## src/verilog/ahb_lite_pkg.sv

```systemverilog
// AHB-Lite encodings for a 32-bit bus only; no burst, lock or SEQ transfer types are defined
package ahb_lite_pkg;

  //////////////////////////////
  // Transfer control encodings
  //////////////////////////////

  // Only single transfers are issued, so BUSY and SEQ never appear
  typedef enum logic [1:0] {
    HTRANS_IDLE   = 2'b00,
    HTRANS_NONSEQ = 2'b10
  } htrans_t;

  // Transfer size, byte up to word
  typedef enum logic [2:0] {
    HSIZE_BYTE  = 3'b000,
    HSIZE_HWORD = 3'b001,
    HSIZE_WORD  = 3'b010
  } hsize_t;

  // Single transfer burst code
  localparam logic [2:0] HBURST_SINGLE = 3'b000;

  // Data access, privileged, not bufferable, not cacheable
  localparam logic [3:0] HPROT_DBG_DATA = 4'b0011;

  //////////////////////////////
  // Bus word views
  //////////////////////////////

  // Lane 0 is HDATA[7:0] and half 0 is HDATA[15:0]
  typedef union packed {
    logic [3:0][7:0]  byte_lane;
    logic [1:0][15:0] half_lane;
  } ahb_word_u;

endpackage

```

## src/verilog/dbg_biu_pkg.sv

```systemverilog
// Debug size codes other than 1 and 2 are all treated as 32-bit word accesses
package dbg_biu_pkg;

  //////////////////////////////
  // Debug access size
  //////////////////////////////

  typedef logic [3:0] dbg_size_t;

  localparam dbg_size_t DBG_SIZE_BYTE = 4'h1;
  localparam dbg_size_t DBG_SIZE_HALF = 4'h2;
  localparam dbg_size_t DBG_SIZE_WORD = 4'h4;

  // Debug size code onto the AHB size field
  function automatic ahb_lite_pkg::hsize_t to_hsize(input dbg_size_t size);
    case (size)
      DBG_SIZE_BYTE: return ahb_lite_pkg::HSIZE_BYTE;
      DBG_SIZE_HALF: return ahb_lite_pkg::HSIZE_HWORD;
      DBG_SIZE_WORD: return ahb_lite_pkg::HSIZE_WORD;
      // Unknown codes fall back to a full word
      default:       return ahb_lite_pkg::HSIZE_WORD;
    endcase
  endfunction

  // Byte lane of an address within the bus word
  // Big endian mirrors the lane order
  function automatic logic [1:0] lane_index(input logic [1:0] addr_lo, input bit little_endian);
    return little_endian ? addr_lo : 2'd3 - addr_lo;
  endfunction

endpackage

```

## src/verilog/dbg_biu_req.sv

```systemverilog
// One request in flight; a strobe while biu_rdy is low is dropped without notice
`timescale 1ns/10ps

module dbg_biu_req #(
  parameter int ADDR_WIDTH = 32
) (
  input  logic                     biu_clk,
  input  logic                     ahb_rstn,
  input  logic                     biu_strb,
  input  logic                     biu_rw,
  input  logic [ADDR_WIDTH-1:0]    biu_addr,
  input  logic [31:0]              biu_di,
  input  dbg_biu_pkg::dbg_size_t   biu_word_size,
  input  logic                     done_pulse,
  output logic                     biu_rdy,
  output logic                     str_tgl,
  output logic [ADDR_WIDTH-1:0]    HADDR,
  output logic [31:0]              HWDATA,
  output logic                     HWRITE,
  output ahb_lite_pkg::hsize_t     HSIZE
);

  import dbg_biu_pkg::*;

  logic [1:0] rst_sync;
  logic       biu_rstn;
  logic       accept;

  //////////////////////////////
  // Reset release
  //////////////////////////////

  // Assert at once, release after two biu_clk edges
  always_ff @(posedge biu_clk or negedge ahb_rstn) begin
    if (!ahb_rstn) begin
      rst_sync <= 2'b00;
    end else begin
      rst_sync <= {rst_sync[0], 1'b1};
    end
  end

  assign biu_rstn = rst_sync[1];

  //////////////////////////////
  // Request capture
  //////////////////////////////

  assign accept = biu_strb & biu_rdy;

  // Address phase fields held for the whole transfer
  always_ff @(posedge biu_clk) begin
    if (accept) begin
      HADDR  <= biu_addr;
      // biu_rw high means read
      HWRITE <= ~biu_rw;
      HSIZE  <= to_hsize(biu_word_size);
    end
  end

  // Narrow write data sits in the top bits of biu_di
  // Copy it onto every lane so the slave finds it wherever it looks
  always_ff @(posedge biu_clk) begin
    if (accept) begin
      case (biu_word_size)
        DBG_SIZE_BYTE: HWDATA <= {4{biu_di[31:24]}};
        DBG_SIZE_HALF: HWDATA <= {2{biu_di[31:16]}};
        default:       HWDATA <= biu_di;
      endcase
    end
  end

  //////////////////////////////
  // Handshake
  //////////////////////////////

  // Toggle starts the transfer, done pulse reopens the port
  always_ff @(posedge biu_clk or negedge biu_rstn) begin
    if (!biu_rstn) begin
      str_tgl <= 1'b0;
      biu_rdy <= 1'b1;
    end else if (accept) begin
      str_tgl <= ~str_tgl;
      biu_rdy <= 1'b0;
    end else if (done_pulse) begin
      biu_rdy <= 1'b1;
    end
  end

  // Bus side samples HADDR and HWRITE across domains, they must not move mid transfer
  a_req_stable : assert property (
    @(posedge biu_clk) disable iff (!biu_rstn)
    !biu_rdy |=> $stable(HADDR) && $stable(HWRITE)
  ) else $error("request fields changed while busy");

endmodule

```

## config.mk

```make
export PLATFORM = sky130hd
export DESIGN_NAME = dbg_biu_req
export DESIGN_NICKNAME = d
export VERILOG_FILES = /design/src/verilog/ahb_lite_pkg.sv /design/src/verilog/dbg_biu_pkg.sv /design/src/verilog/dbg_biu_req.sv
export SDC_FILE = /design/constraint.sdc
export NUM_CORES = 1
export LEC_CHECK = 0
export BUFFER_PORTS_ARGS = -buffer_cell sky130_fd_sc_hd__buf_2
export CAP_MARGIN = 25
export CORE_MARGIN = 2
export CORE_UTILIZATION = 44
export CTS_CLUSTER_DIAMETER = 40
export CTS_CLUSTER_SIZE = 20
export DETAILED_ROUTE_END_ITERATION = 16
export HOLD_SLACK_MARGIN = 0.05
export PLACE_DENSITY = 0.91
export SLEW_MARGIN = 5
export SYNTH_ARGS = -nofsm -noshare
export SYNTH_HDL_FRONTEND = slang
export SYNTH_SLANG_ARGS = --single-unit
```

## constraint.sdc

```tcl
create_clock -name biu_clk -period 0.85 [get_ports biu_clk]
set_input_delay 0.1275 -clock biu_clk [delete_from_list [all_inputs] [get_ports biu_clk]]
set_output_delay 0.1275 -clock biu_clk [all_outputs]
set_load 0.02 [all_outputs]
```

* Yosys cells after proc, flatten, opt, wreduce, memory -nomap -nowiden
Cells that the tools add are included.
** Storage, ports and cells
- Memory bits (writable) :: 0
- Latch bits :: 0
- Output and inout port bits :: 70
- Logic and storage cells :: 17
- Memory bits (read-only) :: 0
- Memories kept :: 0
- Register bits after elaboration :: 72
- Bits of input ports :: 73
** Operators by class
- Shifts and indexed selects :: 0
- Divide/modulo/power cells :: 0
- Muxes and demuxes :: 4
- $add $sub $neg :: 0
- Multipliers :: 0
- Magnitude comparators :: 0
- Equal/unequal tests :: 2
- Reductions and logical operators :: 1
- Bitwise logic cells :: 3
** Operator list (count)
- 24-bit case mux with 2 select lines :: 1
- 4-bit by 1-bit == test with 1-bit output (second input constant) :: 1
- 4-bit by 2-bit == test with 1-bit output (second input constant) :: 1
- 2-bit case mux with 2 select lines :: 1
- 1-bit two-way mux :: 2
- 1-bit inverter :: 2
- 2-bit nonzero test :: 1
- 1-bit AND :: 1

* Longest topological paths before layout
Gate-level depths: netlist of the first run.
- Word-level depth :: 2
- Gate-level depth with buffers :: 5
- Depth with buffers taken out :: 3

* Worst setup path after synthesis of the first run
Ideal clock, no wire load.
- Kind :: flip-flop to flip-flop
- Start point :: reg biu_rdy
- End point :: reg HADDR[0] (enable)
- Slack :: -1.808 ns
- Arrival :: 2.225 ns
- Clock period less this slack :: 2.658 ns
- Stages on the path, launching flop included :: 2
- Buffers on the path :: 0
- Setup time :: 0.433 ns
- Data required time :: 0.417 ns
- Cells stage by stage :: dfstp_2 and2_1
** Between the ends
- Cells in the longest elaborated chain, start to end :: 1
** RTL lines
- from (decl) :: RTL line dbg_biu_req.sv:15 : output logic biu_rdy,
- from (signal assigned) :: RTL line dbg_biu_req.sv:80 : biu_rdy <= 1'b1;
- from (signal assigned) :: RTL line dbg_biu_req.sv:83 : biu_rdy <= 1'b0;
- from (signal assigned) :: RTL line dbg_biu_req.sv:85 : biu_rdy <= 1'b1;
- 1-bit AND :: RTL line dbg_biu_req.sv:48 : assign accept = biu_strb & biu_rdy;
- named net accept :: RTL line dbg_biu_req.sv:27 : logic accept;
- to (signal assigned) :: RTL line dbg_biu_req.sv:53 : HADDR <= biu_addr;
- to (decl) :: RTL line dbg_biu_req.sv:17 : output logic [ADDR_WIDTH-1:0] HADDR,
The timed path passes the listed nets, and every way through them passes these cells.
A chain may end at the register's enable or synchronous reset.

* Worst setup path in the final report of the first run
- Start point :: reg biu_rdy
- End point :: reg HWDATA[2] (enable)
** Between the ends
- Cells in the longest elaborated chain, start to end :: 1
** RTL lines
- 1-bit AND :: RTL line dbg_biu_req.sv:48
- named net accept :: RTL line dbg_biu_req.sv:27
- to (signal assigned) :: RTL line dbg_biu_req.sv:65 : DBG_SIZE_BYTE: HWDATA <= {4{biu_di[31:24]}};
- to (signal assigned) :: RTL line dbg_biu_req.sv:66 : DBG_SIZE_HALF: HWDATA <= {2{biu_di[31:16]}};
- to (signal assigned) :: RTL line dbg_biu_req.sv:67 : default: HWDATA <= biu_di;
- to (decl) :: RTL line dbg_biu_req.sv:18 : output logic [31:0] HWDATA,
The timed path passes the listed nets, and every way through them passes these cells.

==> qor.csv, run 1 <==
stage,metric,value,unit
run_status,status,finished with violations,
run_status,failed_checks,negative setup slack,
synth,syn_area_per_cell,17.9,µm²
pwr,p_int,0.00678,W
synth,synth_fp_nets,222,
finish,layout-drive-gt1-share,0.575,
detailed_routing,drt-wirelength-per-cell,24.7,µm
timing,layout_setup_ws,-0.433,ns
timing,setup_viol,162,
grt,antenna_found_initial,0,
synth,synthMuxAreaShare,0.0740,
floorplan,row_count,28,
worst_hold_path,hold_class,input pin to flop,
pwr,power_density,1870,mW/mm²
finish,fin_cells,440,
finish,ff_latch_area,0.00211,mm²
cts,cts.root.buffer_cell,clkbuf_8,
grt,grt_pass1_vias,2261,
finish,fillers,254,
detailed_routing,vias_per_cell,5.45,
detailed_routing,drt-total-wl,10900,µm
cts,clock_path_buffers,2,
pwr,p_leak,2.06,nW
floorplan,core_area,0.00589,mm²
pwr,ir_drop,0.00133,V
finish,area_delta_synth_final,83.1,%
synth,synthDistinctLibCells,24,
floorplan,die-area,0.00671,mm²
worst_setup_path,rr_startpoint,biu_rdy$_DFFE_PN1P_,
synth,ys_warn_count,0,
timing,hold_viol,0,
timing,post-route-min-period,1.28,ns
grt,grt_max_degree,32,
pwr,p_switching,0.00237,W
detailed_routing,drc,0,
synth,synth_top_family_by_area,multiplexers,
floorplan,chipHeight,81.9,µm
timing,whs,0.0781,ns
cts,cts.clk_slew.worst_paths,0.08,ns
synth,synth_xor_area_frac,0.00655,
grt,grt_pass1_wl,12200,µm
timing,max_freq,779,MHz
synth,synth_fa_ha_area_frac,0,
synth,ys_seq_area_frac,0.791,
timing,finalMaxSlewViolations,0,
cts,clk_latency,0.36,ns
detailed_routing,num_vias,2400,
synth,ys_seq_elements,71,
placed_design,pre_cts_slack,-0.655,ns
pwr,power_frac_clock,0.342,
finish,multiInputGateArea,632,µm²
worst_setup_path,critPathMaxFanout,8,
cts,clock-sinks,71,
floorplan,die_w,81.9,µm
pwr,seqPwrFrac,0.464,
cts,cts_buffers,9,
floorplan,pin_count,143,
worst_setup_path,crit_start,biu_rdy$_DFFE_PN1P_,
job,cap_violations,0,
placed_design,portBuffers,141,
cts,htree_levels,3,
placed_design,dpl.hpwl,5030,µm
worst_setup_path,required,0.92,ns
synth,yosys.area_share.simple,0.0463,
worst_setup_path,crit_path_end_kind,flop,
timing,period_share,1.51,
finish,diodes,0,
timing,rsz0062_at_grt,yes,
pwr,p_sw_frac,0.259,
worst_setup_path,critPathKind,flop to flop,
floorplan,initial_core_util,0.454,
worst_setup_path,cp-start-kind,flop,
timing,tns,-46.39,ns
pwr,comb_power_share,0.194,
synth,synth_compound_area_frac,0.0599,
timing,fin_worst_skew,0.0109,ns
finish,fin_nets,433,
grt,gr-usage-all-layers,0.259,
synth,synthCells,149,
detailed_routing,first_iter_violations,171,
detailed_routing,dr.pass1.iters,4,
worst_hold_path,hp-start,done_pulse,
cts,cts_tree,yes,
grt,grt-ovfl-total,0,
placed_design,gp_congestion,0.772,
detailed_routing,ant_nets,0,
worst_setup_path,cp.arrival,1.35,ns
placed_design,dpl.cell_count,369,
synth,syn_area,0.00267,mm²
what timing repair did:
item,CTS,global route
hold buffers,43,1
gates cloned,2,6
setup endpoints to repair,162,162
hold endpoints to repair,45,1
gates resized for setup,59,89
pin swaps,6,5
setup buffers,4,0
per-stage QoR:
step                total power [W]   util  instance area [µm²]
finish                      0.00915  0.832                 4890
global route                0.00936  0.832                 4890
CTS                         0.00863  0.766                 4510
detailed placement          0.00539  0.613                 3610
global placement            0.00532  0.613                 3610
floorplan                   0.00484      -                 2760
layout by cell type, fill, tap and decap left out, types with 3 or more instances in the layout:
cell type and count:
buf_4 9, clkbuf_16 4, clkbuf_8 10, nor2_4 4
o31ai_1 7, dfrtp_1 3, buf_2 78, buf_6 66
clkbuf_1 3, a21oi_1 8, edfxtp_1 67, buf_12 3
mux2_2 6, nand2b_1 8, dlygate4sd3_1 44, nor2_2 3
a211oi_1 7, mux2_4 10
worst max-delay path, stage by stage (launching register included):
cell	delay, ns
dfstp_2	0.55
and2_4	0.24
clkbuf_16	0.20
layer usage:
layer	wire length (µm)	GRT usage	share of wire	up-vias
met1	3870	0.276	0.36	1189
met2	5460	0.466	0.50	177
li1	-	-	-	996
met5	0	0	0	-
met4	415	0.105	0.038	0
met3	1140	0.0912	0.11	38
cells in the mapped netlist (all sizes together):
master,count,share of area
a211oi,8,0.022
a21oi,8,0.015
and2,1,0.0023
buf,6,0.014
clkbuf,2,0.0028
conb,2,0.0028
dfrtp,3,0.028
dfstp,1,0.0098
edfxtp,67,0.75
inv,2,0.0028
mux2,16,0.070
mux2i,1,0.0037
nand2,1,0.0014
nand2b,8,0.019
nor2,9,0.013
nor3b,1,0.0028
o31ai,8,0.022
or2,2,0.0047
or4b,1,0.0037
xor2,2,0.0066
final timing paths:
check / to / slack [ns] / depth (start not counted)
max: HWDATA[2]$_DFFE_PP_ / -0.43 / 2
min: biu_rdy$_DFFE_PN1P_ / 0.08 / 3
max reg2reg: HWDATA[2]$_DFFE_PP_ / -0.43 / 2
min reg2reg: biu_rdy$_DFFE_PN1P_ / 0.25 / 0
max in group asynchronous: str_tgl$_DFFE_PN0P_ / 0.09 / 1
min in group asynchronous: rst_sync[0]$_DFF_PN0_ / 0.18 / 2
logic make-up after synthesis:
family | count (synthesis)
compound gates | 24
mux | 17
flops | 71
other cells | 2
buf+inv | 10
simple gates | 23
xor+xnor | 2
layout make-up:
class,instances,share of cell area
Inverter,2,0.00153
Tap cell,75,0.0192
Clock inverter,3,0.0138
Clock buffer,13,0.0304
Timing Repair Buffer,206,0.374
Multi-Input combinational cell,70,0.129
Sequential cell,71,0.432
state kept, by name, summed over array words and instances, names as in the netlist:
register,cells
HWRITE,1
rst_sync,2
HSIZE,2
biu_rdy,1
str_tgl,1
HWDATA,32
HADDR,32
power by group through the flow:
| stage | Clock [W] | Combinational (W) | Sequential [W] |
|---|---|---|---|
| 2_1_floorplan | 0 | 0.000319 | 0.00453 |
| 3_3_place_gp | 0 | 0.00108 | 0.00424 |
| 3_5_place_dp | 0 | 0.00113 | 0.00426 |
| 4_1_cts | 0.00295 | 0.00148 | 0.00420 |
| 5_1_grt | 0.00326 | 0.00184 | 0.00425 |
| 6_report | 0.00313 | 0.00177 | 0.00425 |
Power figures use the tool's default switching activity.
==> run 2, diff against run 1 <==
Settings changed: SETUP_SLACK_MARGIN set to 0.5.
==> run 2 against run 1 <==
The flow finishes with violations (negative hold slack, negative setup slack). Via count fell by 15%. Cell area fell by 10%. Clock skew fell by 0.0034 ns. Global-route usage fell by 4.5 points. Clock power fell by 17%. Sequential power barely moved. Critical path type unchanged. Largest cell class unchanged.
==> qor.csv, run 2 (synthesis results as in run 1) <==
stage,metric,value,unit
pwr,power_density,1900,mW/mm²
floorplan,initial_core_util,0.454,
timing,rsz0062_at_grt,yes,
cts,cts_hold_buf,1,
grt,grt_pass1_vias,1982,
finish,area_delta_synth_final,64.0,%
worst_hold_path,hold_class,input pin to flop,
timing,post-route-min-period,1.27,ns
timing,period_share,1.49,
pwr,p_leak,1.83,nW
cts,clock-sinks,71,
cts,clock_path_buffers,2,
worst_setup_path,worstPathCellList,"and2_4, clkbuf_16",
worst_setup_path,critPathKind,flop to flop,
floorplan,row_count,28,
finish,design_area,0.00438,mm²
finish,layout-drive-gt1-share,0.669,
finish,fin_nets,388,
detailed_routing,ant_nets,0,
finish,final_common_cell,buf_2,
worst_setup_path,cp_slowest_cell,dfstp_2,
pwr,ir_drop,0.00136,V
floorplan,chipHeight,81.9,µm
timing,setup_viol,162,
cts,cts.root.buffer_cell,clkbuf_8,
placed_design,dpl_cell_area,0.00360,mm²
placed_design,dpl.hpwl,4870,µm
cts,cts_buffers,9,
job,cap_violations,0,
floorplan,core_area,0.00589,mm²
cts,cts.clk_slew.worst_paths,0.08,ns
timing,fin_worst_skew,0.00758,ns
cts,clk_latency,0.33,ns
timing,layout_setup_ws,-0.420,ns
timing,finalMaxSlewViolations,0,
worst_setup_path,cp_num_buf_inv,1,
detailed_routing,drc,0,
run_status,failed_checks,"negative hold slack, negative setup slack",
finish,layout_common_cells,"buf_2 (80), edfxtp_1 (67), buf_6 (66)",
grt,grt-ovfl-total,0,
worst_setup_path,cp.arrival,1.31,ns
timing,max_freq,788,MHz
worst_setup_path,crit_path_end_kind,flop,
worst_setup_path,cp-start-kind,flop,
detailed_routing,num_vias,2040,
worst_setup_path,crit_family,flip-flops,
detailed_routing,first_iter_violations,125,
finish,reg_top3,"HADDR x32, HWDATA x32",
placed_design,dpl.cell_count,369,
grt,antenna_found_initial,1,
detailed_routing,drt-wirelength-per-cell,20.8,µm
worst_setup_path,required,0.89,ns
timing,hold_viol,32,
floorplan,die-area,0.00671,mm²
floorplan,pin_count,143,
floorplan,die_w,81.9,µm
detailed_routing,dr.pass1.iters,4,
grt,gr-usage-all-layers,0.214,
run_status,status,finished with violations,
timing,whs,-0.0373,ns
grt,grt_max_degree,35,
placed_design,portBuffers,141,
detailed_routing,vias_per_cell,5.15,
cts,cts_tree,yes,
grt,grt_pass1_wl,10100,µm
placed_design,gp_congestion,0.703,
worst_setup_path,cp_slowest_stage_delay,0.54,ns
finish,fin_cells,396,
timing,tns,-42.20,ns
worst_setup_path,critPathMaxFanout,15,
finish,fin_util,0.745,
detailed_routing,drt-total-wl,8230,µm
cts,htree_levels,3,
[run 2: area by class of cell]
| cell class | count | area [µm²] |
|---|---|---|
| flip-flops and latches | 71 | 2110 |
| well taps | 75 | 93.8 |
| clock inverters | 4 | 47.5 |
| repair buffers | 162 | 1340 |
| clock buffers | 12 | 135 |
| diodes | 1 | 2.50 |
| multi-input cells | 69 | 639 |
| fillers | 341 | 1500 |
| inverters | 2 | 10.0 |
[run 2: final timing paths]
check | start | endpoint | slack, ns | cells after the start
max | biu_rdy$_DFFE_PN1P_ | HWDATA[26]$_DFFE_PP_ | -0.42 | 2
min | biu_addr[19] | HADDR[19]$_DFFE_PP_ | -0.04 | 1
max reg2reg | biu_rdy$_DFFE_PN1P_ | HWDATA[26]$_DFFE_PP_ | -0.42 | 2
min reg2reg | rst_sync[1]$_DFF_PN0_ | str_tgl$_DFFE_PN0P_ | 0.04 | 0
max in group asynchronous | rst_sync[1]$_DFF_PN0_ | biu_rdy$_DFFE_PN1P_ | 0.60 | 0
min in group asynchronous | rst_sync[1]$_DFF_PN0_ | str_tgl$_DFFE_PN0P_ | 0.04 | 0
[run 2: routing by layer]
layer | up-vias | GRT usage | share of wire
met3 | 12 | 0.0857 | 0.098
met5 | - | 0 | 0
met2 | 142 | 0.376 | 0.52
met4 | 0 | 0.0850 | 0.018
li1 | 907 | - | -
met1 | 979 | 0.231 | 0.36
[run 2: worst register-to-register path, cell delays in order (launching register included)]
cell	delay, ns
dfstp_2	0.54
and2_4	0.22
clkbuf_16	0.21
[run 2: repair_timing]
| action | in CTS | in global routing |
|---|---|---|
| buffers inserted | 5 | 1 |
| hold endpoints to repair | 45 | 42 |
| pin swaps | 4 | 3 |
| gates resized for setup | 49 | 98 |
| endpoints found under the setup margin | 165 | 165 |
| gates cloned | 1 | 2 |
[run 2: per-stage QoR]
stage	worst slack [ns]	power, W
floorplan	-0.717	0.00485
global placement	-0.634	0.00531
detailed placement	-0.651	0.00538
CTS	-0.404	0.00804
global route	-0.429	0.00860
finish	-0.420	0.00834
[run 2: report_power, final]
| part | total (W) | switching [W] | internal (W) | leakage (nW) |
|---|---|---|---|---|
| Clock | 0.00259 | 0.00124 | 0.00135 | 0.0904 |
| Combinational | 0.00151 | 0.000743 | 0.000766 | 1.07 |
| Sequential | 0.00424 | 0.000124 | 0.00411 | 0.672 |
==> run 3, diff against run 2 <==
Settings changed: REMOVE_ABC_BUFFERS set to 1.
==> run 3 against run 2 <==
Sequential share of layout area down 1.0 points. The flow still finishes with violations (negative hold slack, negative setup slack). Final cell count up 1.0%. Utilization up 1.6 points. Sequential power about the same. Cell area up 2.1%.
==> qor.csv, run 3 (synthesis results as in run 1) <==
stage,metric,value,unit
finish,final_common_cell,buf_2,
run_status,status,finished with violations,
floorplan,pin_count,143,
finish,fin_cells,400,
timing,fin_worst_skew,0.00517,ns
floorplan,row_count,28,
detailed_routing,dr.pass1.iters,4,
finish,layout-drive-gt1-share,0.683,
detailed_routing,num_vias,1994,
timing,max_freq,798,MHz
worst_setup_path,rr_startpoint,biu_rdy$_DFFE_PN1P_,
detailed_routing,drt-wirelength-per-cell,18.4,µm
pwr,ir_drop,0.000980,V
worst_setup_path,timing.rr.end,HWDATA[5]$_DFFE_PP_,
worst_setup_path,cp_num_buf_inv,1,
detailed_routing,ant_nets,0,
worst_setup_path,r2r_cells,2,
worst_hold_path,hold_class,input pin to flop,
cts,cts_buffers,9,
finish,area_delta_synth_final,67.5,%
worst_setup_path,crit_path_end_kind,flop,
cts,cts_hold_buf,1,
detailed_routing,drt-total-wl,7340,µm
worst_setup_path,cp_slowest_stage_delay,0.54,ns
finish,fin_nets,394,
timing,tns,-41.32,ns
grt,grt_pass1_vias,2018,
grt,gr-usage-all-layers,0.208,
cts,cts.root.buffer_cell,clkbuf_8,
worst_hold_path,hold_path_end,HADDR[30]$_DFFE_PP_,
pwr,p_leak,1.88,nW
placed_design,dpl.cell_count,372,
timing,hold_viol,33,
worst_setup_path,cp.arrival,1.29,ns
timing,rsz0062_at_grt,yes,
floorplan,core_area,0.00589,mm²
detailed_routing,drc,0,
grt,grt_max_degree,24,
cts,htree_levels,3,
floorplan,die-area,0.00671,mm²
floorplan,initial_core_util,0.454,
run_status,failed_checks,"negative hold slack, negative setup slack",
worst_setup_path,cp_slowest_cell,dfstp_2,
worst_setup_path,cp-start-kind,flop,
timing,period_share,1.47,
cts,cts.clk_slew.worst_paths,0.07,ns
worst_setup_path,required,0.88,ns
worst_setup_path,critPathKind,flop to flop,
grt,antenna_found_initial,0,
pwr,power_density,1850,mW/mm²
floorplan,chipHeight,81.9,µm
worst_hold_path,hp-start,biu_addr[30],
floorplan,die_w,81.9,µm
worst_setup_path,critPathMaxFanout,13,
detailed_routing,first_iter_violations,67,
finish,fillers,378,
finish,layout_common_cells,"buf_2 (84), buf_6 (72), edfxtp_1 (67)",
worst_setup_path,crit_family,flip-flops,
finish,diodes,0,
timing,layout_setup_ws,-0.403,ns
cts,cts_tree,yes,
cts,clk_latency,0.33,ns
job,cap_violations,0,
worst_hold_path,hold_depth,1,
worst_setup_path,reg2reg_slack,-0.40,ns
placed_design,gp_congestion,0.715,
placed_design,portBuffers,141,
timing,setup_viol,163,
grt,grt-ovfl-total,0,
detailed_routing,vias_per_cell,4.99,
timing,post-route-min-period,1.25,ns
placed_design,dpl.hpwl,4730,µm
timing,finalMaxSlewViolations,0,
finish,reg_top3,"HADDR x32, HWDATA x32",
grt,grt_pass1_wl,9930,µm
timing,whs,-0.0344,ns
worst_setup_path,worstPathCellList,"and2_4, buf_6",
pwr,p_total,0.00826,W
cts,clock-sinks,71,
cts,clock_path_buffers,2,
==> run 3: cell types whose count changed in the layout (fill, tap and decap cells not counted), moves of 2 or more <==
cell	previous run	this run
a211oi_2	1	6
clkbuf_16	2	0
a211oi_1	7	2
nor2_2	6	1
buf_4	9	5
nor2_4	3	8
buf_6	66	72
or2_4	1	3
buf_12	2	4
buf_2	80	84
==> run 3: timing repair <==
action | 4_1_cts | 5_1_grt
pin swaps | 4 | 4
resized for setup | 72 | 104
buffers inserted | 8 | 2
endpoints found under the setup margin | 165 | 165
endpoints found under the hold margin | 45 | 37
gates cloned | 2 | 0
==> run 3: per-layer routing <==
metal / up-vias / global-route usage / part of all wire / routed length [µm]
li1: 911 / - / - / -
met1: 952 / 0.227 / 0.34 / 2530
met2: 110 / 0.366 / 0.54 / 3970
met3: 21 / 0.0582 / 0.086 / 635
met4: 0 / 0.113 / 0.028 / 209
met5: - / 0 / 0 / 0
==> run 3: worst max-delay path by stage <==
stage | slack (ns) | from | to | cells after the start
floorplan | -1.81 | biu_rdy$_DFFE_PN1P_ | HADDR[0]$_DFFE_PP_ | 1
global placement | -0.66 | biu_word_size[1] | HWDATA[16]$_DFFE_PP_ | 4
detailed placement | -0.69 | biu_word_size[1] | HWDATA[19]$_DFFE_PP_ | 4
CTS | -0.41 | biu_rdy$_DFFE_PN1P_ | HWDATA[29]$_DFFE_PP_ | 2
global route | -0.44 | biu_rdy$_DFFE_PN1P_ | HWDATA[5]$_DFFE_PP_ | 2
finish | -0.40 | biu_rdy$_DFFE_PN1P_ | HWDATA[5]$_DFFE_PP_ | 2
==> run 3: through the flow <==
step	setup WS (ns)	area (µm²)	util
floorplan	-1.81	2630	-
global placement	-0.659	3570	0.606
detailed placement	-0.695	3570	0.606
CTS	-0.408	4100	0.697
global route	-0.444	4480	0.760
finish	-0.403	4480	0.760
==> run 3: area by class of cell <==
| cell class | instances | area, µm² | area share |
|---|---|---|---|
| flip-flops and latches | 71 | 2110 | 0.472 |
| clock buffers | 11 | 131 | 0.0294 |
| repair buffers | 168 | 1400 | 0.313 |
| multi-input cells | 69 | 681 | 0.152 |
| clock inverters | 4 | 47.5 | 0.0106 |
| well taps | 75 | 93.8 | 0.0210 |
| inverters | 2 | 7.51 | 0.00168 |
==> run 3: power by group <==
part           switching, W  total [W]  leakage, nW  internal [W]
Clock               0.00116    0.00249       0.0892       0.00133
Sequential        0.0000983    0.00421        0.673       0.00411
Combinational      0.000750    0.00156         1.11      0.000807
==> run 3: worst reg2reg max path, delay by kind of cell (launching register included) <==
family / cells / cell delay [ns]
AND/OR/NAND/NOR: 1 / 0.22
flip-flops: 1 / 0.54
buffers and inverters: 1 / 0.20
